`src/logic/vga_pkg.sv`:
```
// Shared types for the pixel stream; one pixel per clock, no handshake
// Sprite texels come from a fixed rule so no image file is needed
package vga_pkg;

    localparam int COUNT_W = 11;
    localparam int POS_W   = 12;
    localparam int RGB_W   = 12;

    typedef logic [RGB_W-1:0]   rgb_t;
    typedef logic [COUNT_W-1:0] count_t;
    typedef logic [POS_W-1:0]   pos_t;

    // One pixel of the video stream
    typedef struct packed {
        count_t hcount;
        count_t vcount;
        logic   hsync;
        logic   vsync;
        logic   hblnk;
        logic   vblnk;
        rgb_t   rgb;
    } vga_sig_t;

    // Texels of this colour are see-through
    localparam rgb_t TRANSPARENT_RGB = 12'hFFF;

    // ========================================
    // Sprite texel rule
    // ========================================

    // White on every fourth diagonal, else a row/column colour ramp
    function automatic rgb_t sprite_texel(input int unsigned row, input int unsigned col);
        rgb_t texel;
        if (((row + col) % 4) == 0) begin
            texel = TRANSPARENT_RGB;
        end else begin
            texel = {row[3:0], col[3:0], 4'h5};
        end
        return texel;
    endfunction

endpackage
```
`src/logic/draw_sprite.sv`:
```
// Sprite overlay with three cycles of latency; white texels show the background
// Position and enable are sampled per pixel and should only change in vblank
module draw_sprite #(
    parameter int SPRITE_WIDTH  = 96,
    parameter int SPRITE_HEIGHT = 60
) (
    input  logic                                          clk,
    input  logic                                          rst,
    input  vga_pkg::vga_sig_t                             in,
    input  vga_pkg::pos_t                                 sprite_x,
    input  vga_pkg::pos_t                                 sprite_y,
    input  logic                                          sprite_en,
    input  vga_pkg::rgb_t                                 texel,
    output logic [$clog2(SPRITE_WIDTH*SPRITE_HEIGHT)-1:0] texel_addr,
    output vga_pkg::vga_sig_t                             out
);

    localparam int AREA   = SPRITE_WIDTH * SPRITE_HEIGHT;
    localparam int ADDR_W = $clog2(AREA);

    vga_pkg::vga_sig_t s1;
    vga_pkg::vga_sig_t s2;
    vga_pkg::pos_t     x1;
    vga_pkg::pos_t     y1;
    vga_pkg::pos_t     x2;
    vga_pkg::pos_t     y2;
    logic              en1;
    logic              en2;
    vga_pkg::pos_t     dx;
    vga_pkg::pos_t     dy;
    vga_pkg::rgb_t     rgb_nxt;

    // True when pixel (h, v) falls inside the sprite placed at (x, y)
    function automatic logic in_window(input vga_pkg::count_t h, input vga_pkg::count_t v,
                                       input vga_pkg::pos_t x, input vga_pkg::pos_t y);
        return (h >= x) && (h < x + SPRITE_WIDTH) &&
               (v >= y) && (v < y + SPRITE_HEIGHT);
    endfunction

    // ========================================
    // Stage 1: register input, compute address
    // ========================================

    // Offsets wrap outside the window; the result is then never used
    assign dx = vga_pkg::pos_t'(in.hcount) - sprite_x;
    assign dy = vga_pkg::pos_t'(in.vcount) - sprite_y;

    always_ff @(posedge clk) begin
        if (rst) begin
            s1         <= '0;
            x1         <= '0;
            y1         <= '0;
            en1        <= 1'b0;
            texel_addr <= '0;
        end else begin
            s1         <= in;
            x1         <= sprite_x;
            y1         <= sprite_y;
            en1        <= sprite_en;
            texel_addr <= ADDR_W'(dy * SPRITE_WIDTH + dx);
        end
    end

    // ========================================
    // Stage 2: wait for the ROM
    // ========================================

    always_ff @(posedge clk) begin
        if (rst) begin
            s2  <= '0;
            x2  <= '0;
            y2  <= '0;
            en2 <= 1'b0;
        end else begin
            s2  <= s1;
            x2  <= x1;
            y2  <= y1;
            en2 <= en1;
        end
    end

    // ========================================
    // Stage 3: choose colour
    // ========================================

    always_comb begin
        rgb_nxt = s2.rgb;
        if (en2 && !s2.hblnk && !s2.vblnk && in_window(s2.hcount, s2.vcount, x2, y2) &&
            (texel != vga_pkg::TRANSPARENT_RGB)) begin
            rgb_nxt = texel;
        end
    end

    always_ff @(posedge clk) begin
        if (rst) begin
            out <= '0;
        end else begin
            out.hcount <= s2.hcount;
            out.vcount <= s2.vcount;
            out.hsync  <= s2.hsync;
            out.vsync  <= s2.vsync;
            out.hblnk  <= s2.hblnk;
            out.vblnk  <= s2.vblnk;
            out.rgb    <= rgb_nxt;
        end
    end

    // Address sent to the ROM must hit the sprite for in-window pixels
    a_addr_in_area: assert property (
        @(posedge clk) disable iff (rst)
        in_window(s1.hcount, s1.vcount, x1, y1) |-> (texel_addr < AREA)
    );

endmodule

```
`config.mk`:
```
export PLATFORM = sky130hd
export DESIGN_NAME = draw_sprite
export DESIGN_NICKNAME = d
export VERILOG_FILES = /design/src/logic/vga_pkg.sv /design/src/logic/draw_sprite.sv
export SDC_FILE = /design/constraint.sdc
export NUM_CORES = 1
export LEC_CHECK = 0
export BUFFER_PORTS_ARGS = -buffer_cell sky130_fd_sc_hd__buf_2
export CAP_MARGIN = 25
export CORE_UTILIZATION = 29
export DETAILED_ROUTE_END_ITERATION = 16
export GPL_ROUTABILITY_DRIVEN = 1
export GPL_TIMING_DRIVEN = 0
export PLACE_DENSITY = 0.54
export SLEW_MARGIN = 20
export SYNTH_ARGS = -nofsm -noshare
export SYNTH_HDL_FRONTEND = slang
export SYNTH_SLANG_ARGS = --single-unit
```
`constraint.sdc`:
```
create_clock -name clk -period 4.37 [get_ports clk]
set_input_delay 0.2185 -clock clk [delete_from_list [all_inputs] [get_ports clk]]
set_output_delay 0.2185 -clock clk [all_outputs]
set_load 0.05 [all_outputs]
```
==> flow_metrics.tcl <==
set metrics [dict create \
    antenna_cells 0 \
    finalCritPeriodShare 0.889 \
    whs_endpoint "s1[24]" \
    cts_root_buffer "clkbuf_16" \
    ctsLongestPathBuffers 2 \
    chipHeight_um 162 \
    fmax_mhz 258 \
    critPathKind "in -> reg" \
    r2r-start "y2[2]" \
    wl_per_cell_um 13.5 \
    leakagePower_nw 4.06 \
    setup_tns_ns 0 \
    critical_path_depth 21 \
    max_stage_delay_ns 0.41 \
    path_clk_slew_ns 0.07 \
    start_kind "input pin" \
    ys_warn_count 0 \
    cts_max_level 4 \
    nFillCells 2550 \
    status "complete, no violations" \
    final_layout_size_suffix_gt1_frac 0.185 \
    ant_nets 0 \
    synth_cells 736 \
    portBuffers 126 \
    grt_pass1_vias 4892 \
    synth_ff_type "dfxtp_1" \
    crit_slowest_cell "fa_1" \
    hpwl_um 13300 \
    maxCapViolations 0 \
    yosysTopAreaCell "dfxtp_1" \
    crit_path_end_kind "flip-flop" \
    dp_slack_ns 0.0169 \
    power_mw 4.23 \
    crit_chain "buf_2 -> inv_1 -> ha_1 -> inv_1 -> fa_1 -> xor2_1 -> ha_1 -> a21o_1 -> a21oi_1 -> nor2_1 -> a22o_2 -> a211oi_1 -> xnor2_1 -> ha_1 -> o21ai_0 -> nand2b_1 -> o31a_1 -> nor3_1 -> nor3_1 -> or3_1 -> a21oi_1" \
    gp_congestion 0.804 \
    grt_max_degree 19 \
    syn-num-nets 886 \
    wl_um 16600 \
    cts_setup_buffers 0 \
    yosys.area.top_type_share 0.476 \
    slew_viol_final 0 \
    relSlewSlack 0.556 \
    cts_made_buffers 17 \
    min_period_ns 3.88 \
    min_from "in[24]" \
    synth_seq_area_share 0.476 \
    rsz0062_at_grt "false" \
    clock_skew_ns 0.0121 \
    synthTopCellsByArea "dfxtp_1 48%, nor2b_1 12%, ha_1 12%" \
    fin_cells 1235 \
    start_util 0.296 \
    antenna_found_initial 0 \
    r2r_end "out[4]" \
    fin_ws_ns 0.487 \
    reg2reg_depth 13 \
    ir_drop_mv 0.315 \
    ys_types 56 \
    finalNetCount 1042 \
    dp.cells 1192 \
    area_growth_pct 23.2 \
    power_density_nw_per_um2 461 \
    drt_iter0_drc 222 \
    track_usage 0.130 \
    grt_pass1_wl_um 25800 \
    ys_async_sr_fraction 0 \
    setup_viol 0 \
    tightestPinTransition_ns 0.650 \
    num_io_pins 128 \
    overflow 0 \
    dieArea_sq_um 26300 \
    synth_edf_count 0 \
    num_vias 5152 \
    rrSetupSlack_ns 0.88 \
    min_path_type "in -> reg" \
    finalCoreUtilization 0.364 \
    cts_tree "built" \
    min_path_cells 2 \
    clk_latency_ns 0.43 \
    core_area_sq_um 25200 \
    ys_ff_latch 177 \
    syn_avg_cell_area_sq_um 10.1 \
    final-hold-violation-count 0 \
    cp_max_fo 3 \
    syn-cell-area_sq_um 7450 \
    drt_first_pass_iters 4 \
    cp_common_cell "ha_1" \
    clock_sinks 177 \
    via_per_inst 4.17 \
    path_buf_inv 3 \
    worstPathRequired_ns 4.73 \
    crit_family "compound AO/OA/AOI/OAI gates" \
    fp.dieW_um 162 \
    drc 0 \
    rows 58 \
    ctsResizeCount 0 \
    worst_ep_arrival_time_ns 4.24 \
]
[layout by cell type, fill, tap and decap left out, types with 2 or more instances in the layout]
cell and n:
a21boi_0 2, a31oi_1 2, xor2_1 8, o31a_1 2, inv_8 3, o311ai_0 2
clkbuf_16 17, nand3_1 7, o2111ai_1 3, nor4_1 5, inv_1 55, clkbuf_1 22
nor2_1 47, a21o_1 11, nor3_1 10, nand2b_1 34, xnor2_1 20, o21ai_0 19
fa_1 4, o21a_1 8, buf_2 126, a211oi_1 3, or3_1 3, nand4_1 7
dlygate4sd3_1 11, inv_6 7, ha_1 69, nand2_1 9, nor2b_1 139, o21bai_1 3
dfxtp_1 177, a211o_1 2, clkinv_4 3, o211ai_1 2, a21oi_1 21, mux2i_1 13
xnor3_1 2
[per-stage QoR]
step           hold slack (ns)  cell area, sq um
2_1_floorplan            0.347              7450
3_3_place_gp             0.417              8490
3_5_place_dp             0.420              8490
4_1_cts               0.000185              9160
5_1_grt                0.00102              9180
6_report                0.0144              9180
[cells by family after synthesis]
kind of cell,after synthesis,synth area share
flops,177,0.476
buf+inv,78,0.0403
compound gates,93,0.0865
xor+xnor,31,0.0427
fa+ha+maj,74,0.128
mux,14,0.0190
simple gates,269,0.208
[worst max-delay path by stage]
stage            from              to  slack (ns)
3_3_place_gp   in[16]  texel_addr[12]        0.04
4_1_cts        in[16]  texel_addr[12]        0.46
6_report       in[16]  texel_addr[12]        0.49
3_5_place_dp   in[16]  texel_addr[12]        0.02
2_1_floorplan  in[16]  texel_addr[12]        0.52
5_1_grt        in[16]  texel_addr[12]        0.12
[repair_timing]
action,4_1_cts,5_1_grt
hold buffers,9,2
endpoints found under the hold margin,9,2
endpoints found under the setup margin,0,0
[registers in the layout (all words and copies together) (netlist names)]
name,flops
s2,38
x1,12
x2,12
y1,12
out,38
texel_addr,13
en2,1
y2,12
s1,38
en1,1
[layer usage]
layer	GRT usage	wire length, um	part of all wire	vias to the layer above
met4	0.0373	170	0.010	0
met1	0.176	8480	0.51	2282
met2	0.204	7330	0.44	115
li1	-	-	-	2745
met3	0.0314	635	0.038	10
met5	0	0	0	-
[cell type report]
type | instances | area [sq um] | area share
sequential | 177 | 3540 | 0.386
clock buffer | 18 | 439 | 0.0479
timing repair buffer | 137 | 741 | 0.0807
multi-input combinational | 481 | 3600 | 0.393
clock inverter | 14 | 138 | 0.0150
buffer | 23 | 93.8 | 0.0102
tap | 330 | 413 | 0.0450
inverter | 55 | 206 | 0.0225
[cells in the mapped netlist, types with 2 or more instances]
| cell type | count |
|---|---|
| a211o_1 | 2 |
| a211oi_1 | 3 |
| a21boi_0 | 2 |
| a21o_1 | 11 |
| a21oi_1 | 21 |
| a31oi_1 | 2 |
| clkbuf_1 | 22 |
| dfxtp_1 | 177 |
| fa_1 | 4 |
| ha_1 | 69 |
| inv_1 | 55 |
| mux2i_1 | 13 |
| nand2_1 | 9 |
| nand2b_1 | 34 |
| nand3_1 | 7 |
| nand4_1 | 7 |
| nor2_1 | 47 |
| nor2b_1 | 139 |
| nor3_1 | 10 |
| nor4_1 | 5 |
| o2111ai_1 | 3 |
| o211ai_1 | 2 |
| o21a_1 | 8 |
| o21ai_0 | 19 |
| o21bai_1 | 3 |
| o311ai_0 | 2 |
| o31a_1 | 2 |
| or3_1 | 3 |
| xnor2_1 | 20 |
| xnor3_1 | 2 |
| xor2_1 | 8 |
[power breakdown]
group / leakage (nW) / switching, mW / internal, mW
Combinational: 2.32 / 0.586 / 0.415
Sequential: 1.46 / 0.0317 / 1.71
Clock: 0.286 / 0.711 / 0.776
Total: 4.06 / 1.33 / 2.90
Power figures use the tool's default switching activity.
