**config.mk**
```make
export PLATFORM = sky130hd
export DESIGN_NAME = draw_bg
export DESIGN_NICKNAME = d
export VERILOG_FILES = /design/src/logic/vga_pkg.sv /design/src/logic/draw_bg.sv
export SDC_FILE = /design/constraint.sdc
export NUM_CORES = 1
export LEC_CHECK = 0
export ABC_AREA = 1
export BUFFER_PORTS_ARGS = -buffer_cell sky130_fd_sc_hd__buf_2
export CAP_MARGIN = 10
export CORE_MARGIN = 1.5
export CORE_UTILIZATION = 37
export DETAILED_ROUTE_END_ITERATION = 12
export GPL_TIMING_DRIVEN = 0
export PLACE_DENSITY = 0.76
export SETUP_SLACK_MARGIN = 0.02
export SLEW_MARGIN = 20
export SYNTH_ARGS = -nofsm -noshare
export SYNTH_HDL_FRONTEND = slang
export SYNTH_SLANG_ARGS = --single-unit
```
**constraint.sdc**
```tcl
create_clock -name clk -period 0.8 [get_ports clk]
set_input_delay 0.04 -clock clk [delete_from_list [all_inputs] [get_ports clk]]
set_output_delay 0.04 -clock clk [all_outputs]
set_load 0.01 [all_outputs]
```
**src/logic/vga_pkg.sv**
```systemverilog
// Shared types for the pixel stream; one pixel per clock, no handshake
// Sprite texels come from a fixed rule so no image file is needed
package vga_pkg;

    localparam int COUNT_W = 11;
    localparam int POS_W   = 12;
    localparam int RGB_W   = 12;

    typedef logic [RGB_W-1:0]   rgb_t;
    typedef logic [COUNT_W-1:0] count_t;
    typedef logic [POS_W-1:0]   pos_t;

    // One pixel of the video stream
    typedef struct packed {
        count_t hcount;
        count_t vcount;
        logic   hsync;
        logic   vsync;
        logic   hblnk;
        logic   vblnk;
        rgb_t   rgb;
    } vga_sig_t;

    // Texels of this colour are see-through
    localparam rgb_t TRANSPARENT_RGB = 12'hFFF;

    // ========================================
    // Sprite texel rule
    // ========================================

    // White on every fourth diagonal, else a row/column colour ramp
    function automatic rgb_t sprite_texel(input int unsigned row, input int unsigned col);
        rgb_t texel;
        if (((row + col) % 4) == 0) begin
            texel = TRANSPARENT_RGB;
        end else begin
            texel = {row[3:0], col[3:0], 4'h5};
        end
        return texel;
    endfunction

endpackage
```
**src/logic/draw_bg.sv**
```systemverilog
// Background painter with one cycle of latency
// Pattern uses counter bits 7..4, so it repeats every 256 pixels and lines
module draw_bg (
    input  logic              clk,
    input  logic              rst,
    input  vga_pkg::vga_sig_t in,
    output vga_pkg::vga_sig_t out
);

    vga_pkg::rgb_t rgb_nxt;

    // Colour pattern in active video, black in blanking
    always_comb begin
        if (in.hblnk || in.vblnk) begin
            rgb_nxt = '0;
        end else begin
            rgb_nxt = {in.hcount[7:4], in.vcount[7:4], 4'h3};
        end
    end

    always_ff @(posedge clk) begin
        if (rst) begin
            out <= '0;
        end else begin
            out.hcount <= in.hcount;
            out.vcount <= in.vcount;
            out.hsync  <= in.hsync;
            out.vsync  <= in.vsync;
            out.hblnk  <= in.hblnk;
            out.vblnk  <= in.vblnk;
            out.rgb    <= rgb_nxt;
        end
    end

endmodule

```
==> metrics.md, run 1 <==
| Metric | Value |
|---|---|
| Post-synthesis cell area | `approximately 990 um^2` |
| Setup ws final | `-0.1123 ns` |
| Remaining Overflow, GRT | `0` |
| Ant diodes | `0` |
| Detail-routed via count per cell | `4.103` |
| Post-Syn Instances | `104` |
| Lkg Pwr | `between 1 and 1.5 nW` |
| Nets@finish | `about 240` |
| Metal2 WL | `1404 um` |
| Fin. Hold Viols | `0` |
| H-tree depth | `2` |
| Status | `finished with violations` |
| Routed length on met1 | `between 700 and 800 um` |
| Max FFs per register | `35` |
| Initial Utilization | `39.69%` |
| Initial antenna violation count | `0` |
| CTS sink count | `35` |
| Most common cell after layout, fill and taps aside | `buf_2` |
| Starting DRT DRC Count | `8` |
| Synth Warn # | `0` |
| Setup crit start kind | `register` |
| DR WL/cell | `10.36 um` |
| Share of cells above drive strength 1 | `45.05%` |
| Met3 WL | `143 um` |
| Core area | `0.002500 mm^2` |
| Fin crit share | `114.0%` |
| DRC viols | `0` |
| Routability cong. | `0.6003` |
| Pre-antenna DRT Iters | `3` |
| Vias in the first global route | `910` |
| Largest regs | `out x35` |
| # fillers | `200` |
| Cell taking the most area after synthesis | `dfxtp_1` |
| Chip Height | `54.79 um` |
| Smallest hold slack | `0.02764 ns` |
| Count of different cell masters after synthesis | `9` |
| Setup Viol. Count Final | `12` |
| CTS clk-pin slew, worst paths | `0.10 ns` |
| Most frequent cells in the layout | `48 x buf_2, 27 x inv_1, 26 x nor2_1, 26 x dlygate4sd3_1, 20 x dfxtp_1` |
| Minimum clock period | `0.9123 ns` |
| Sequential fraction of the synthesis area | `70.62%` |
| Crit Path Class | `reg2out` |
| IO Count | `78` |
| Root Driver | `clkbuf_4` |
| Rows | `18` |
| Footprint of the multi-input gates | `152.6 um^2` |
| Largest net degree at the start of global routing | `11` |
| Share of the synthesized area in the top cell type | `70.62%` |
| Synth Register Bits | `35` |
| Worst VDD drop | `1615 uV` |
| CP max FO | `2` |
| Max Clk Rate | `1096 MHz` |
| Layout Utilization | `71.32%` |
| Detail Placement HPWL | `around 1500 um` |
| Die width | `54.79 um` |
| Port buffer count | `63` |
| Vias | `952` |
| Top sig layer | `met4` |
| Maxcap violations | `0` |
| Total power density per cell area | `around 1800 mW/mm^2` |
| Final wirelength | `about 2400 um` |
| Failing checks | `setup timing` |
| First-pass GRT wire length | `~3400 um` |
| Setup crit end kind | `output pin` |
| CTS tree | `done` |
| Worst Path Arrival | `0.87 ns` |
| HP Class | `in2reg` |
| Critical Path RT | `~0.76 ns` |
| Cts bufs inserted | `5` |
| Synth top area cells | `dfxtp_1 71%, inv_1 10%, nor2_1 10%, nand2_1 3.0%, buf_4 2.3%` |
| Area growth syn-to-layout | `79.70%` |
| Detail Route Antenna Nets | `0` |
| Register area | `~720 um^2` |
| Syn Area/Cell | `9.540 um^2` |
| Pins over their slew limit | `0` |
| Largest Register | `out` |
| CTS Buffer Depth | `2` |
| RSZ-0062 raised after global routing | `true` |
| GR Util All Layers | `roughly 17%` |
| Die area | `0.003001 mm^2` |
## final timing paths
path,from,end,slack (ns),depth (start not counted)
worst max-delay path,out[0],out[1],-0.11,2
worst min-delay path,rst,out[0],0.03,3
## routing by layer
layer	GRT usage, %	vias up
li1	-	471
met1	13.75	431
met2	31.15	41
met3	6.284	9
met4	15.00	0
met5	0	-
## cell usage after synthesis
cell type,number
nand2_1,8
buf_6,1
buf_8,1
conb_1,1
dfxtp_1,35
buf_4,3
nand2_2,1
inv_1,27
nor2_1,27
## where the power goes
| part | leakage, nW | switching (mW) | internal (mW) |
|---|---|---|---|
| sequential | 0.295 | 0.0266 | 1.83 |
| clock | 0.0293 | 0.526 | 0.342 |
| combinational | 0.685 | 0.188 | 0.272 |
## cells by family after synthesis
group	Yosys count	share of synthesized area, %
buffers and inverters	32	15.13
other	1	0.3779
DFF	35	70.62
and+or+nand+nor	36	13.87
## worst max-delay path: stages (launching register included)
cell     delay (ns)
dfxtp_2        0.34
buf_6          0.11
buf_6          0.11
## cell type report
| cell class | count | share of cell area (%) |
|---|---|---|
| buffer | 5 | 2.947 |
| tap | 30 | 2.105 |
| sequential | 35 | 40.35 |
| multi-input combinational | 38 | 8.561 |
| inverter | 27 | 5.684 |
| clock buffer | 7 | 2.526 |
| clock inverter | 1 | 0.2807 |
| timing repair buffer | 89 | 37.54 |
## stage by stage
step	area, um^2	worst slack [ns]	std cells	power [mW]	setup TNS [ns]
finish	1783	-0.1123	232	3.186	-0.1788
global route	1783	-0.1579	232	3.341	-1.676
CTS	1693	-0.1233	232	3.170	-0.6190
detailed placement	1349	0.1802	198	2.197	0
global placement	1349	0.1944	198	2.184	0
floorplan	996.0	0.2748	105	2.034	0
## timing repair
| item | in CTS | in global routing |
|---|---|---|
| endpoints found under the hold margin | 34 | 0 |
| buffers inserted | 0 | 0 |
| endpoints found under the setup margin | 36 | 42 |
| gates resized for setup | 9 | 24 |
| hold buffers | 26 | 0 |
Note: power is estimated with default switching activity, not from simulation.
==> run 2, diff against run 1 <==
- HOLD_SLACK_MARGIN: default -> 0.03
==> run 2 against run 1 <==
Net effect: the flow still finishes with violations (setup timing); clock-buffer cell count is the same; critical path depth is the same; sequential cell count is the same; sequential power is essentially flat; sequential share of layout area shrank 0.45 points; die area is the same; core utilization grew 0.80 points; fmax is essentially flat; final cell count grew 0.86%; largest power group unchanged.
==> metrics.md, run 2 (synthesis gave the netlist of run 1 again) <==
| Metric | Value |
|---|---|
| Total power | `3.193 mW (was 3.186 mW)` |
| Ant diodes | `0 (unchanged)` |
| Setup ws final | `-0.1128 ns (was -0.1123 ns)` |
| Crit Path Class | `reg2out (unchanged)` |
| Fin crit share | `114.1% (was 114.0%)` |
| CP max FO | `2 (unchanged)` |
| # fillers | `199 (was 200)` |
| Routability cong. | `0.6003 (unchanged)` |
| Port buffer count | `63 (unchanged)` |
| CTS tree | `done (unchanged)` |
| Most common cell after layout, fill and taps aside | `buf_2 (unchanged)` |
| Detail-routed via count per cell | `4.103 (about the same)` |
| Setup crit end kind | `output pin (unchanged)` |
| First-pass GRT wire length | `3422 um (unchanged)` |
| Vias | `960 (was 952)` |
| DRC viols | `0 (unchanged)` |
| DR WL/cell | `10.51 um (was 10.36 um)` |
| HP Class | `in2reg (unchanged)` |
| Largest regs | `out x35 (unchanged)` |
| GR Util All Layers | `17.00% (unchanged)` |
| Setup crit start kind | `register (unchanged)` |
| Detail Placement HPWL | `1495 um (unchanged)` |
| CTS clk-pin slew, worst paths | `0.10 ns (about the same)` |
| Core area | `0.002500 mm^2 (unchanged)` |
| H-tree depth | `2 (unchanged)` |
| Remaining Overflow, GRT | `0 (unchanged)` |
| Worst Path Arrival | `0.87 ns (about the same)` |
| Largest Register | `out (unchanged)` |
| Die area | `0.003001 mm^2 (unchanged)` |
| Initial antenna violation count | `0 (unchanged)` |
| Die width | `54.79 um (unchanged)` |
| Most used cell, CP | `buf_6 (unchanged)` |
| Setup crit start | `out[0] (unchanged)` |
| Initial Utilization | `39.69% (unchanged)` |
| Cts bufs inserted | `5 (unchanged)` |
| Most frequent cells in the layout | `48 x buf_2, 28 x dlygate4sd3_1, 27 x inv_1 (was 48 x buf_2, 27 x inv_1, 26 x nor2_1, 26 x dlygate4sd3_1, 20 x dfxtp_1)` |
| IO Count | `78 (unchanged)` |
| HP Start | `rst (unchanged)` |
| Area growth syn-to-layout | `81.72% (was 79.70%)` |
| Largest net degree at the start of global routing | `11 (unchanged)` |
| Nets@finish | `243 (was 241)` |
| Status | `finished with violations (unchanged)` |
| TNS Setup | `-0.1737 ns (was -0.1788 ns)` |
| Final wirelength | `2459 um (was 2404 um)` |
| Fin. Hold Viols | `0 (unchanged)` |
| CTS Buffer Depth | `2 (unchanged)` |
| CP peak stage delay | `0.34 ns (about the same)` |
| Post-CTS Setup Inserts | `0 (unchanged)` |
| Critical Path RT | `0.76 ns (about the same)` |
| Pins over their slew limit | `0 (unchanged)` |
| Max Clk Rate | `1096 MHz (about the same)` |
| Root Driver | `clkbuf_4 (unchanged)` |
| CTS sink count | `35 (unchanged)` |
| Lkg Pwr | `1.017 nW (was 1.009 nW)` |
| Share of cells above drive strength 1 | `44.61% (was 45.05%)` |
| RSZ-0062 raised after global routing | `true (unchanged)` |
| Crit path cell chain | `buf_6, buf_6 (unchanged)` |
| Rows | `18 (unchanged)` |
| Total power density per cell area | `1771 mW/mm^2 (was 1787 mW/mm^2)` |
| Slowest-stage cell, CP | `dfxtp_2 (unchanged)` |
| Pre-antenna DRT Iters | `4 (was 3)` |
| Minimum clock period | `0.9128 ns (was 0.9123 ns)` |
| Setup Viol. Count Final | `12 (unchanged)` |
| Maxcap violations | `0 (unchanged)` |
| Worst VDD drop | `1591 uV (was 1615 uV)` |
| Chip Height | `54.79 um (unchanged)` |
| Max FFs per register | `35 (unchanged)` |
| Vias in the first global route | `910 (unchanged)` |
| Failing checks | `setup timing (unchanged)` |
| Smallest hold slack | `0.1005 ns (was 0.02764 ns)` |
| Dpl ws | `0.1802 ns (unchanged)` |
| Detail Route Antenna Nets | `0 (unchanged)` |
| Starting DRT DRC Count | `9 (was 8)` |
## run 2: changes by cell type in the layout (fill, tap and decap cells not counted)
cell / delta
dlygate4sd3_1: +2
## run 2: routing by layer
layer / share of wire (%) / routed length, um / track usage (%) / vias to the layer above
met5: 0 / 0 / 0 / -
li1: - / - / - / 478
met1: 33 / 817 / 13.75 / 432
met3: 5.7 / 140 / 6.284 / 11
met4: 3.6 / 88 / 15.00 / 0
met2: 57 / 1413 / 31.15 / 39
## run 2: critical path, delay by kind of cell (launching register included)
kind,cells,cell delay (ns)
flops,1,0.34
buf+inv,2,0.22
## run 2: layout make-up
type                       count  area [um^2]  area share (%)
buffer                         5        52.55           2.915
sequential                    35        719.4           39.90
clock inverter                 1        5.005          0.2776
clock buffer                   7        45.04           2.498
multi-input combinational     38        152.6           8.466
tap                           30        37.54           2.082
timing repair buffer          91        689.4           38.24
inverter                      27        101.3           5.621
## run 2: worst paths after layout
| kind | endpoint | cells past startpoint |
|---|---|---|
| worst max-delay path | out[1] | 2 |
| worst min-delay path | out[17] | 4 |
## run 2: power by group
| group | switching (mW) | internal (mW) | leakage [nW] |
|---|---|---|---|
| combinational | 0.191 | 0.279 | 0.694 |
| sequential | 0.0267 | 1.83 | 0.295 |
| clock | 0.525 | 0.342 | 0.0293 |
## run 2: repair_timing
| item | CTS | global route |
|---|---|---|
| resized for setup | 9 | 24 |
| endpoints found under the setup margin | 36 | 42 |
| hold buffers | 26 | 2 |
| endpoints found under the hold margin | 35 | 4 |
## run 2: metrics by stage
| stage | instance area (um^2) | cells | util, % |
|---|---|---|---|
| final | 1803 | 234 | 72.12 |
| after detailed placement | 1349 | 198 | 53.95 |
| after global routing | 1803 | 234 | 72.12 |
| after floorplan | 996.0 | 105 | - |
| after CTS | 1693 | 232 | 67.72 |
| after global placement | 1349 | 198 | 53.95 |
