--- config.mk ---
export PLATFORM = sky130hd
export DESIGN_NAME = vga_timing
export DESIGN_NICKNAME = d
export VERILOG_FILES = /design/src/logic/vga_pkg.sv /design/src/logic/vga_timing.sv
export SDC_FILE = /design/constraint.sdc
export NUM_CORES = 1
export LEC_CHECK = 0
export BUFFER_PORTS_ARGS = -buffer_cell sky130_fd_sc_hd__buf_2
export CORE_MARGIN = 3
export CORE_UTILIZATION = 35
export CTS_CLUSTER_DIAMETER = 60
export DETAILED_ROUTE_END_ITERATION = 10
export HOLD_SLACK_MARGIN = 0.15
export SKIP_LAST_GASP = 1
export SYNTH_ARGS = -nofsm -noshare
export SYNTH_HDL_FRONTEND = slang
export SYNTH_SLANG_ARGS = --single-unit
--- constraint.sdc ---
create_clock -name clk -period 2.4 [get_ports clk]
set_input_delay 0.12 -clock clk [delete_from_list [all_inputs] [get_ports clk]]
set_output_delay 0.12 -clock clk [all_outputs]
set_load 0.005 [all_outputs]
--- src/logic/vga_pkg.sv ---
// Shared types for the pixel stream; one pixel per clock, no handshake
// Sprite texels come from a fixed rule so no image file is needed
package vga_pkg;

    localparam int COUNT_W = 11;
    localparam int POS_W   = 12;
    localparam int RGB_W   = 12;

    typedef logic [RGB_W-1:0]   rgb_t;
    typedef logic [COUNT_W-1:0] count_t;
    typedef logic [POS_W-1:0]   pos_t;

    // One pixel of the video stream
    typedef struct packed {
        count_t hcount;
        count_t vcount;
        logic   hsync;
        logic   vsync;
        logic   hblnk;
        logic   vblnk;
        rgb_t   rgb;
    } vga_sig_t;

    // Texels of this colour are see-through
    localparam rgb_t TRANSPARENT_RGB = 12'hFFF;

    // ========================================
    // Sprite texel rule
    // ========================================

    // White on every fourth diagonal, else a row/column colour ramp
    function automatic rgb_t sprite_texel(input int unsigned row, input int unsigned col);
        rgb_t texel;
        if (((row + col) % 4) == 0) begin
            texel = TRANSPARENT_RGB;
        end else begin
            texel = {row[3:0], col[3:0], 4'h5};
        end
        return texel;
    endfunction

endpackage
--- src/logic/vga_timing.sv ---
// Counters, sync and blanking for one video mode; sync pulses are active high
// All outputs are registered and start from zero after reset
module vga_timing #(
    parameter int H_ACTIVE = 800,
    parameter int H_FRONT  = 40,
    parameter int H_SYNC   = 128,
    parameter int H_BACK   = 88,
    parameter int V_ACTIVE = 600,
    parameter int V_FRONT  = 1,
    parameter int V_SYNC   = 4,
    parameter int V_BACK   = 23
) (
    input  logic              clk,
    input  logic              rst,
    output vga_pkg::vga_sig_t out
);

    localparam int H_TOTAL = H_ACTIVE + H_FRONT + H_SYNC + H_BACK;
    localparam int V_TOTAL = V_ACTIVE + V_FRONT + V_SYNC + V_BACK;

    vga_pkg::count_t hcount_nxt;
    vga_pkg::count_t vcount_nxt;

    // ========================================
    // Next counter values
    // ========================================

    always_comb begin
        if (out.hcount == vga_pkg::count_t'(H_TOTAL - 1)) begin
            hcount_nxt = '0;
            if (out.vcount == vga_pkg::count_t'(V_TOTAL - 1)) begin
                vcount_nxt = '0;
            end else begin
                vcount_nxt = out.vcount + 1'b1;
            end
        end else begin
            hcount_nxt = out.hcount + 1'b1;
            vcount_nxt = out.vcount;
        end
    end

    // ========================================
    // Registered stream
    // ========================================

    // Flags are decoded from the next count so they line up with it
    always_ff @(posedge clk) begin
        if (rst) begin
            out <= '0;
        end else begin
            out.hcount <= hcount_nxt;
            out.vcount <= vcount_nxt;
            out.hblnk  <= (hcount_nxt >= H_ACTIVE);
            out.hsync  <= (hcount_nxt >= H_ACTIVE + H_FRONT) &&
                          (hcount_nxt <  H_ACTIVE + H_FRONT + H_SYNC);
            out.vblnk  <= (vcount_nxt >= V_ACTIVE);
            out.vsync  <= (vcount_nxt >= V_ACTIVE + V_FRONT) &&
                          (vcount_nxt <  V_ACTIVE + V_FRONT + V_SYNC);
            out.rgb    <= '0;
        end
    end

    a_hcount_range: assert property (
        @(posedge clk) disable iff (rst)
        out.hcount < H_TOTAL
    );

endmodule

==> impl_table.tex, run 1 <==
\begin{tabular}{lr}
\hline
Metric & Value \\
\hline
\multicolumn{2}{l}{\textbf{CTS}} \\
Max Root-Sink Buffers & 2 \\
Number of gates resized after cts & 0 \\
Hold bufs inserted after CTS & 0 \\
Clock slew at the register clock pins of the worst setup and hold paths & 0.09 ns \\
Setup fix buffers added after clock tree synthesis & 0 \\
TritonCTS clock tree & done \\
CTS H-Tree Depth & 1 \\
Clock root buffer & sky130\_fd\_sc\_hd\_\_clkbuf\_8 \\
Clock latency on the worst-skew pair & 0.27 ns \\
Clk sinks & 26 \\
CTS Buf Count & 3 \\
\multicolumn{2}{l}{\textbf{Detailed routing}} \\
Pre-Repair DR Iteration Count & 4 \\
Remaining antenna violation count after routing & 0 \\
Starting DRC count in detailed routing & 95 \\
Post-DR vias/cell & 5.05 \\
DRC viols & 0 \\
DR WL/cell & 13.1 um \\
Drt total wl & 3.44 mm \\
DR vias & 1329 \\
\multicolumn{2}{l}{\textbf{Synthesis}} \\
Fraction of post-synthesis cell area in the top cell type by area & 32.1\% \\
Async SR Flop Fraction & 0\% \\
Count of mapped cells out of synthesis & 183 \\
Most frequent cell after synthesis & sky130\_fd\_sc\_hd\_\_dfxtp\_1 \\
Synth top area cells & sky130\_fd\_sc\_hd\_\_dfxtp\_1 32\%, sky130\_fd\_sc\_hd\_\_buf\_4 6.0\%, sky130\_fd\_sc\_hd\_\_xnor2\_1 4.9\%, sky130\_fd\_sc\_hd\_\_nor2\_1 3.7\%, sky130\_fd\_sc\_hd\_\_xor2\_1 3.2\% \\
Portion of the post-synthesis area used by sequential elements & 32.1\% \\
Netlist cell types & 52 \\
Post-Syn Area per Cell & 8.85 um\^{}2 \\
Post-Syn Area & 1620 um\^{}2 \\
Biggest area consumer among synthesized cells & sky130\_fd\_sc\_hd\_\_dfxtp\_1 \\
Main synth FF type & sky130\_fd\_sc\_hd\_\_dfxtp\_1 \\
Cell types with the highest counts after synthesis & 26 x sky130\_fd\_sc\_hd\_\_dfxtp\_1, 16 x sky130\_fd\_sc\_hd\_\_nor2\_1, 13 x sky130\_fd\_sc\_hd\_\_buf\_4 \\
Syn. warnings & 0 \\
Post-synth EDFFs & 0 \\
Yosys reg bits & 26 \\
\multicolumn{2}{l}{\textbf{Status}} \\
Run status & complete, no violations \\
\multicolumn{2}{l}{\textbf{Power and ir drop}} \\
Pwr Density & 462 nW/um\^{}2 \\
Clock power frac & 43.6\% \\
Sw power & 165 uW \\
Switching part of the total power & 19.8\% \\
Combinational power share & 3.8\% \\
Maximum vdd drop & 244 uV \\
Leak Pwr & 0.741 nW \\
Relative contribution of sequential cells to total power & 52.6\% \\
Internal power consumption & 670 uW \\
\multicolumn{2}{l}{\textbf{Critical path}} \\
R2R setup slack & 0.13 ns \\
Origin of the critical flop-to-flop path & out[27] \\
Maximum fanout count along the critical path & 9 \\
Critical Path Sink Type & flip-flop \\
Worst reg2reg path endpoint & out[14] \\
Cell-by-cell trace of the critical path & ha\_1, and4\_2, nand3\_2, nor4\_2, xnor2\_2, nand4b\_1, a2111oi\_2 \\
Number of buffers and inverters on the critical path & 0 \\
Setup crit start kind & flip-flop \\
Data arrival at the endpoint of the critical path & 2.44 ns \\
Setup Crit Path Kind & reg2reg \\
Worst-case reg-to-reg path depth & 7 \\
CP Data Required Time & 2.56 ns \\
Top delay family on crit path & simple AND/OR/NAND/NOR gates \\
Critical-path top delay cell & sky130\_fd\_sc\_hd\_\_dfxtp\_1 \\
Delay of the slowest cell on the worst path & 0.42 ns \\
Instance count on the critical path & 7 \\
\multicolumn{2}{l}{\textbf{Cells and area}} \\
Number of flip-flops in the largest register & 26 \\
Share of cells above drive strength 1 & 26.5\% \\
Fill cell count & 437 \\
Antenna cells & 0 \\
Final standard cell count with taps included and fillers excluded & 263 \\
Largest register by flop count & out \\
Register Area & 520 um\^{}2 \\
Net count of the finished layout & 216 \\
Top Registers & out (26) \\
Area Growth Syn to Fin & 11.7\% \\
Area used by multi-input combinational logic & 931 um\^{}2 \\
\multicolumn{2}{l}{\textbf{Floorplan}} \\
Area of the die & 5480 um\^{}2 \\
Site Rows & 24 \\
Die extent in y & 74.0 um \\
Placeable core area & 4410 um\^{}2 \\
Horizontal die dimension & 74.0 um \\
Boundary Pins & 40 \\
Initial core utilization & 36.7\% \\
\multicolumn{2}{l}{\textbf{Place}} \\
Routability congestion estimate from global placement & 0.784 \\
\# placed instances & 259 \\
Detailed Place HPWL & 2.55 mm \\
Input/output buffers & 27 \\
\multicolumn{2}{l}{\textbf{Global route}} \\
Vias in the first global route & 1262 \\
Number of antenna violations at the first check in global routing & 0 \\
Wire length of the first global-routing pass & 5.69 mm \\
Total congestion overflow after global routing & 0 \\
Largest net degree at the start of global routing & 26 \\
Overall routing resource usage & 13.1\% \\
\multicolumn{2}{l}{\textbf{Timing}} \\
Minimum hold slack & 0.268 ns \\
Setup-failing EPs final & 0 \\
Time the final worst path needs with I/O delays and setup & 2.27 ns \\
Setup Skew & 0.00764 ns \\
Period Utilization, post-route & 94.7\% \\
Pins Over Slew Limit & 0 \\
Peak Freq & 440 MHz \\
Hold violation count in the final report & 0 \\
\multicolumn{2}{l}{\textbf{Min path}} \\
End point of the most critical hold path & out[29] \\
Min-delay src & rst \\
Hold Path Cell Cnt & 2 \\
HP Class & in2reg \\
\multicolumn{2}{l}{\textbf{Run}} \\
Number of violations of the max-capacitance limit & 0 \\
\hline
\end{tabular}
## final cells by class
class / count / share of cell area (%)
Clock buffer: 3 / 2.28
Clock inverter: 1 / 1.66
Inverter: 1 / 0.207
Multi-Input combinational cell: 142 / 51.5
Sequential cell: 26 / 28.8
Tap cell: 52 / 3.60
Timing Repair Buffer: 38 / 12.0
## metal layers
layer | vias up | GRT usage (%) | part of all wire [%]
li1 | 687 | - | -
met2 | 33 | 21.4 | 47
met5 | - | 0 | 0
met1 | 601 | 16.7 | 47
met3 | 8 | 3.65 | 4.6
met4 | 0 | 4.63 | 1.5
## power by group through the flow
stage | clock, mW | combinational [mW] | sequential, mW
floorplan | 0 | 0.0362 | 0.450
global placement | 0 | 0.0323 | 0.449
detailed placement | 0 | 0.0315 | 0.450
CTS | 0.375 | 0.0315 | 0.440
global route | 0.392 | 0.0365 | 0.441
finish | 0.364 | 0.0316 | 0.440
## placed cells by master (no fill, tap or decap), types with 4 or more instances in the layout
| master | synthesis | layout |
|---|---|---|
| sky130_fd_sc_hd__nor2_1 | 16 | 16 |
| sky130_fd_sc_hd__nand4_1 | 6 | 6 |
| sky130_fd_sc_hd__nor3_1 | 9 | 9 |
| sky130_fd_sc_hd__a31oi_1 | 4 | 4 |
| sky130_fd_sc_hd__o21ai_0 | 8 | 8 |
| sky130_fd_sc_hd__a21oi_1 | 6 | 6 |
| sky130_fd_sc_hd__buf_2 | 2 | 27 |
| sky130_fd_sc_hd__xnor2_1 | 9 | 8 |
| sky130_fd_sc_hd__nand2b_1 | 5 | 5 |
| sky130_fd_sc_hd__buf_4 | 13 | 11 |
| sky130_fd_sc_hd__nand3_1 | 7 | 7 |
| sky130_fd_sc_hd__conb_1 | 1 | 12 |
| sky130_fd_sc_hd__dfxtp_1 | 26 | 26 |
| sky130_fd_sc_hd__nand2_1 | 9 | 9 |
| sky130_fd_sc_hd__xor2_1 | 6 | 6 |
## worst reg2reg max path, cell delays in order (launching register included)
cell	delay [ns]
sky130_fd_sc_hd__dfxtp_1	0.42
sky130_fd_sc_hd__ha_1	0.20
sky130_fd_sc_hd__and4_2	0.34
sky130_fd_sc_hd__nand3_2	0.10
sky130_fd_sc_hd__nor4_2	0.37
sky130_fd_sc_hd__xnor2_2	0.18
sky130_fd_sc_hd__nand4b_1	0.18
sky130_fd_sc_hd__a2111oi_2	0.38
## kinds of logic (layout without fill, tap and decap cells)
group / count (synthesis) / count (layout) / synth area share, %
AND/OR/NAND/NOR: 77 / 77 / 29.2
AO/OA/AOI/OAI: 36 / 36 / 15.3
flip-flops: 26 / 26 / 32.1
buffers and inverters: 26 / 43 / 13.4
XOR/XNOR: 15 / 15 / 8.11
adder cells (fa/ha/maj): 2 / 2 / 1.55
other: 1 / 12 / 0.232
## stage by stage
| step | setup slack, ns | total power, mW | utilization, % | instance area (um^2) | setup TNS (ns) |
|---|---|---|---|---|---|
| 2_1_floorplan | 0.290 | 0.486 | - | 1660 | 0 |
| 3_3_place_gp | 0.226 | 0.481 | 39.2 | 1730 | 0 |
| 3_5_place_dp | 0.111 | 0.481 | 39.2 | 1730 | 0 |
| 4_1_cts | 0.0613 | 0.846 | 40.8 | 1800 | 0 |
| 5_1_grt | -0.0240 | 0.869 | 41.0 | 1810 | -0.0240 |
| 6_report | 0.127 | 0.835 | 41.0 | 1810 | 0 |
## worst max path at each step
stage                       start      end  slack [ns]
final                     out[27]  out[14]        0.13
after global routing      out[27]  out[14]       -0.02
after CTS                 out[27]  out[14]        0.06
after detailed placement  out[27]  out[14]        0.11
after global placement    out[27]  out[14]        0.23
after floorplan           out[27]  out[14]        0.29
No activity file was read; power rests on OpenSTA's default activity.
==> inputs of run 2 (changes only) <==
- CELL_PAD_IN_SITES_DETAIL_PLACEMENT: unset -> 1
- CELL_PAD_IN_SITES_GLOBAL_PLACEMENT: unset -> 1
- PLACE_DENSITY_LB_ADDON: unset -> 0.1
==> impl_table.tex, run 2 (synthesis gave the netlist of run 1 again) <==
\begin{tabular}{lr}
\hline
Metric & Value \\
\hline
\multicolumn{2}{l}{\textbf{Power and ir drop}} \\
Switching part of the total power & 20.8\% \\
Internal power consumption & 671 uW \\
Relative contribution of sequential cells to total power & 51.9\% \\
Sw power & 176 uW \\
Maximum vdd drop & 231 uV \\
Final Power & 848 uW \\
Pwr Density & 467 nW/um\^{}2 \\
Combinational power share & 4.1\% \\
Leak Pwr & 0.748 nW \\
Clock power frac & 44.0\% \\
\multicolumn{2}{l}{\textbf{Floorplan}} \\
Site Rows & 24 \\
Die extent in y & 74.0 um \\
Placeable core area & 4410 um\^{}2 \\
Boundary Pins & 40 \\
Area of the die & 5480 um\^{}2 \\
Initial core utilization & 36.7\% \\
Horizontal die dimension & 74.0 um \\
\multicolumn{2}{l}{\textbf{Timing}} \\
Setup-failing EPs final & 0 \\
Peak Freq & 443 MHz \\
Pins Over Slew Limit & 0 \\
Setup Skew & 0.00409 ns \\
Period Utilization, post-route & 94.0\% \\
Max-Slew Margin vs Limit & 66.5\% \\
Worst Tran Pin Value & 0.503 ns \\
Minimum hold slack & 0.288 ns \\
Time the final worst path needs with I/O delays and setup & 2.26 ns \\
Hold violation count in the final report & 0 \\
\multicolumn{2}{l}{\textbf{Place}} \\
Input/output buffers & 27 \\
Placement-stage cell area & 1720 um\^{}2 \\
Routability congestion estimate from global placement & 0.779 \\
Detailed Place HPWL & 2.98 mm \\
\multicolumn{2}{l}{\textbf{Global route}} \\
Total congestion overflow after global routing & 0 \\
Vias in the first global route & 1327 \\
Largest net degree at the start of global routing & 26 \\
Wire length of the first global-routing pass & 6.24 mm \\
Number of antenna violations at the first check in global routing & 0 \\
Overall routing resource usage & 14.7\% \\
\multicolumn{2}{l}{\textbf{Detailed routing}} \\
Remaining antenna violation count after routing & 0 \\
Pre-Repair DR Iteration Count & 4 \\
DRC viols & 0 \\
DR WL/cell & 15.2 um \\
Starting DRC count in detailed routing & 74 \\
Drt total wl & 3.99 mm \\
DR vias & 1392 \\
Post-DR vias/cell & 5.31 \\
\multicolumn{2}{l}{\textbf{Cells and area}} \\
Most used cells in the layout excluding fill and tap cells & 27 x sky130\_fd\_sc\_hd\_\_buf\_2, 25 x sky130\_fd\_sc\_hd\_\_dfxtp\_1, 16 x sky130\_fd\_sc\_hd\_\_nor2\_1, 12 x sky130\_fd\_sc\_hd\_\_conb\_1, 10 x sky130\_fd\_sc\_hd\_\_buf\_4 \\
Area Growth Syn to Fin & 12.1\% \\
Final design area excluding fillers & 1810 um\^{}2 \\
Core utilization of the finished layout & 41.1\% \\
Commonest non-fill, non-tap cell in the layout & sky130\_fd\_sc\_hd\_\_buf\_2 \\
Fill cell count & 536 \\
Register Area & 522 um\^{}2 \\
Antenna cells & 0 \\
Largest register by flop count & out \\
Share of cells above drive strength 1 & 27.1\% \\
Net count of the finished layout & 215 \\
Number of flip-flops in the largest register & 26 \\
Top Registers & out (26) \\
Area used by multi-input combinational logic & 942 um\^{}2 \\
\multicolumn{2}{l}{\textbf{Critical path}} \\
Setup crit start kind & flip-flop \\
Critical-path top delay cell & sky130\_fd\_sc\_hd\_\_dfxtp\_1 \\
Setup Crit Path Kind & reg2reg \\
CP Data Required Time & 2.58 ns \\
Maximum fanout count along the critical path & 10 \\
Top delay family on crit path & simple AND/OR/NAND/NOR gates \\
Delay of the slowest cell on the worst path & 0.37 ns \\
Critical Path Sink Type & flip-flop \\
Number of buffers and inverters on the critical path & 1 \\
Data arrival at the endpoint of the critical path & 2.43 ns \\
Cell-by-cell trace of the critical path & ha\_2, and4\_1, nand3\_2, buf\_4, nor3\_4, xnor2\_1, nand4b\_1, a2111oi\_2 \\
\multicolumn{2}{l}{\textbf{CTS}} \\
Clock latency on the worst-skew pair & 0.28 ns \\
Hold bufs inserted after CTS & 0 \\
Clk sinks & 26 \\
Max Root-Sink Buffers & 2 \\
TritonCTS clock tree & done \\
Setup fix buffers added after clock tree synthesis & 0 \\
CTS H-Tree Depth & 1 \\
Clock root buffer & sky130\_fd\_sc\_hd\_\_clkbuf\_8 \\
Clock slew at the register clock pins of the worst setup and hold paths & 0.10 ns \\
CTS Buf Count & 3 \\
\multicolumn{2}{l}{\textbf{Run}} \\
Number of violations of the max-capacitance limit & 0 \\
\multicolumn{2}{l}{\textbf{Status}} \\
Run status & complete, no violations \\
\multicolumn{2}{l}{\textbf{Min path}} \\
HP Class & in2reg \\
\hline
\end{tabular}
[run 2: path summary, 6_finish.rpt]
kind         startpoint       to  slack [ns]  depth (start not counted)
min                 rst  out[29]        0.29                          2
min reg2reg     out[20]  out[20]        0.59                          2
max reg2reg     out[27]  out[14]        0.14                          8
max             out[27]  out[14]        0.14                          8
[run 2: cell type report]
class	instances	area share [%]
multi-input cells	142	51.9
inverters	1	0.207
repair buffers	37	11.6
clock buffers	3	2.28
clock inverters	1	1.66
flip-flops and latches	26	28.8
well taps	52	3.59
[run 2: what timing repair did]
item	in CTS	in global routing
endpoints found under the setup margin	0	1
gates resized for setup	0	5
endpoints found under the hold margin	0	0
[run 2: per-layer routing]
metal / part of all wire, % / global-route usage [%] / wire length, um / up-vias
li1: - / - / - / 684
met1: 43 / 18.0 / 1720 / 672
met2: 53 / 25.7 / 2100 / 32
met3: 3.4 / 2.43 / 134 / 4
met4: 0.95 / 5.23 / 38 / 0
met5: 0 / 0 / 0 / -
[run 2: power groups by stage]
stage               registers, mW  logic, mW  clock network [mW]
floorplan                   0.450     0.0362                   0
global placement            0.449     0.0330                   0
detailed placement          0.449     0.0342                   0
CTS                         0.439     0.0342               0.387
global route                0.441     0.0395               0.400
finish                      0.440     0.0347               0.373
[run 2: through the flow]
| step | setup slack, ns | instances | TNS, ns |
|---|---|---|---|
| 5_1_grt | -0.00624 | 262 | -0.00624 |
| 4_1_cts | 0.0961 | 262 | 0 |
| 2_1_floorplan | 0.290 | 194 | 0 |
| 6_report | 0.145 | 262 | 0 |
| 3_3_place_gp | 0.250 | 258 | 0 |
| 3_5_place_dp | 0.120 | 258 | 0 |
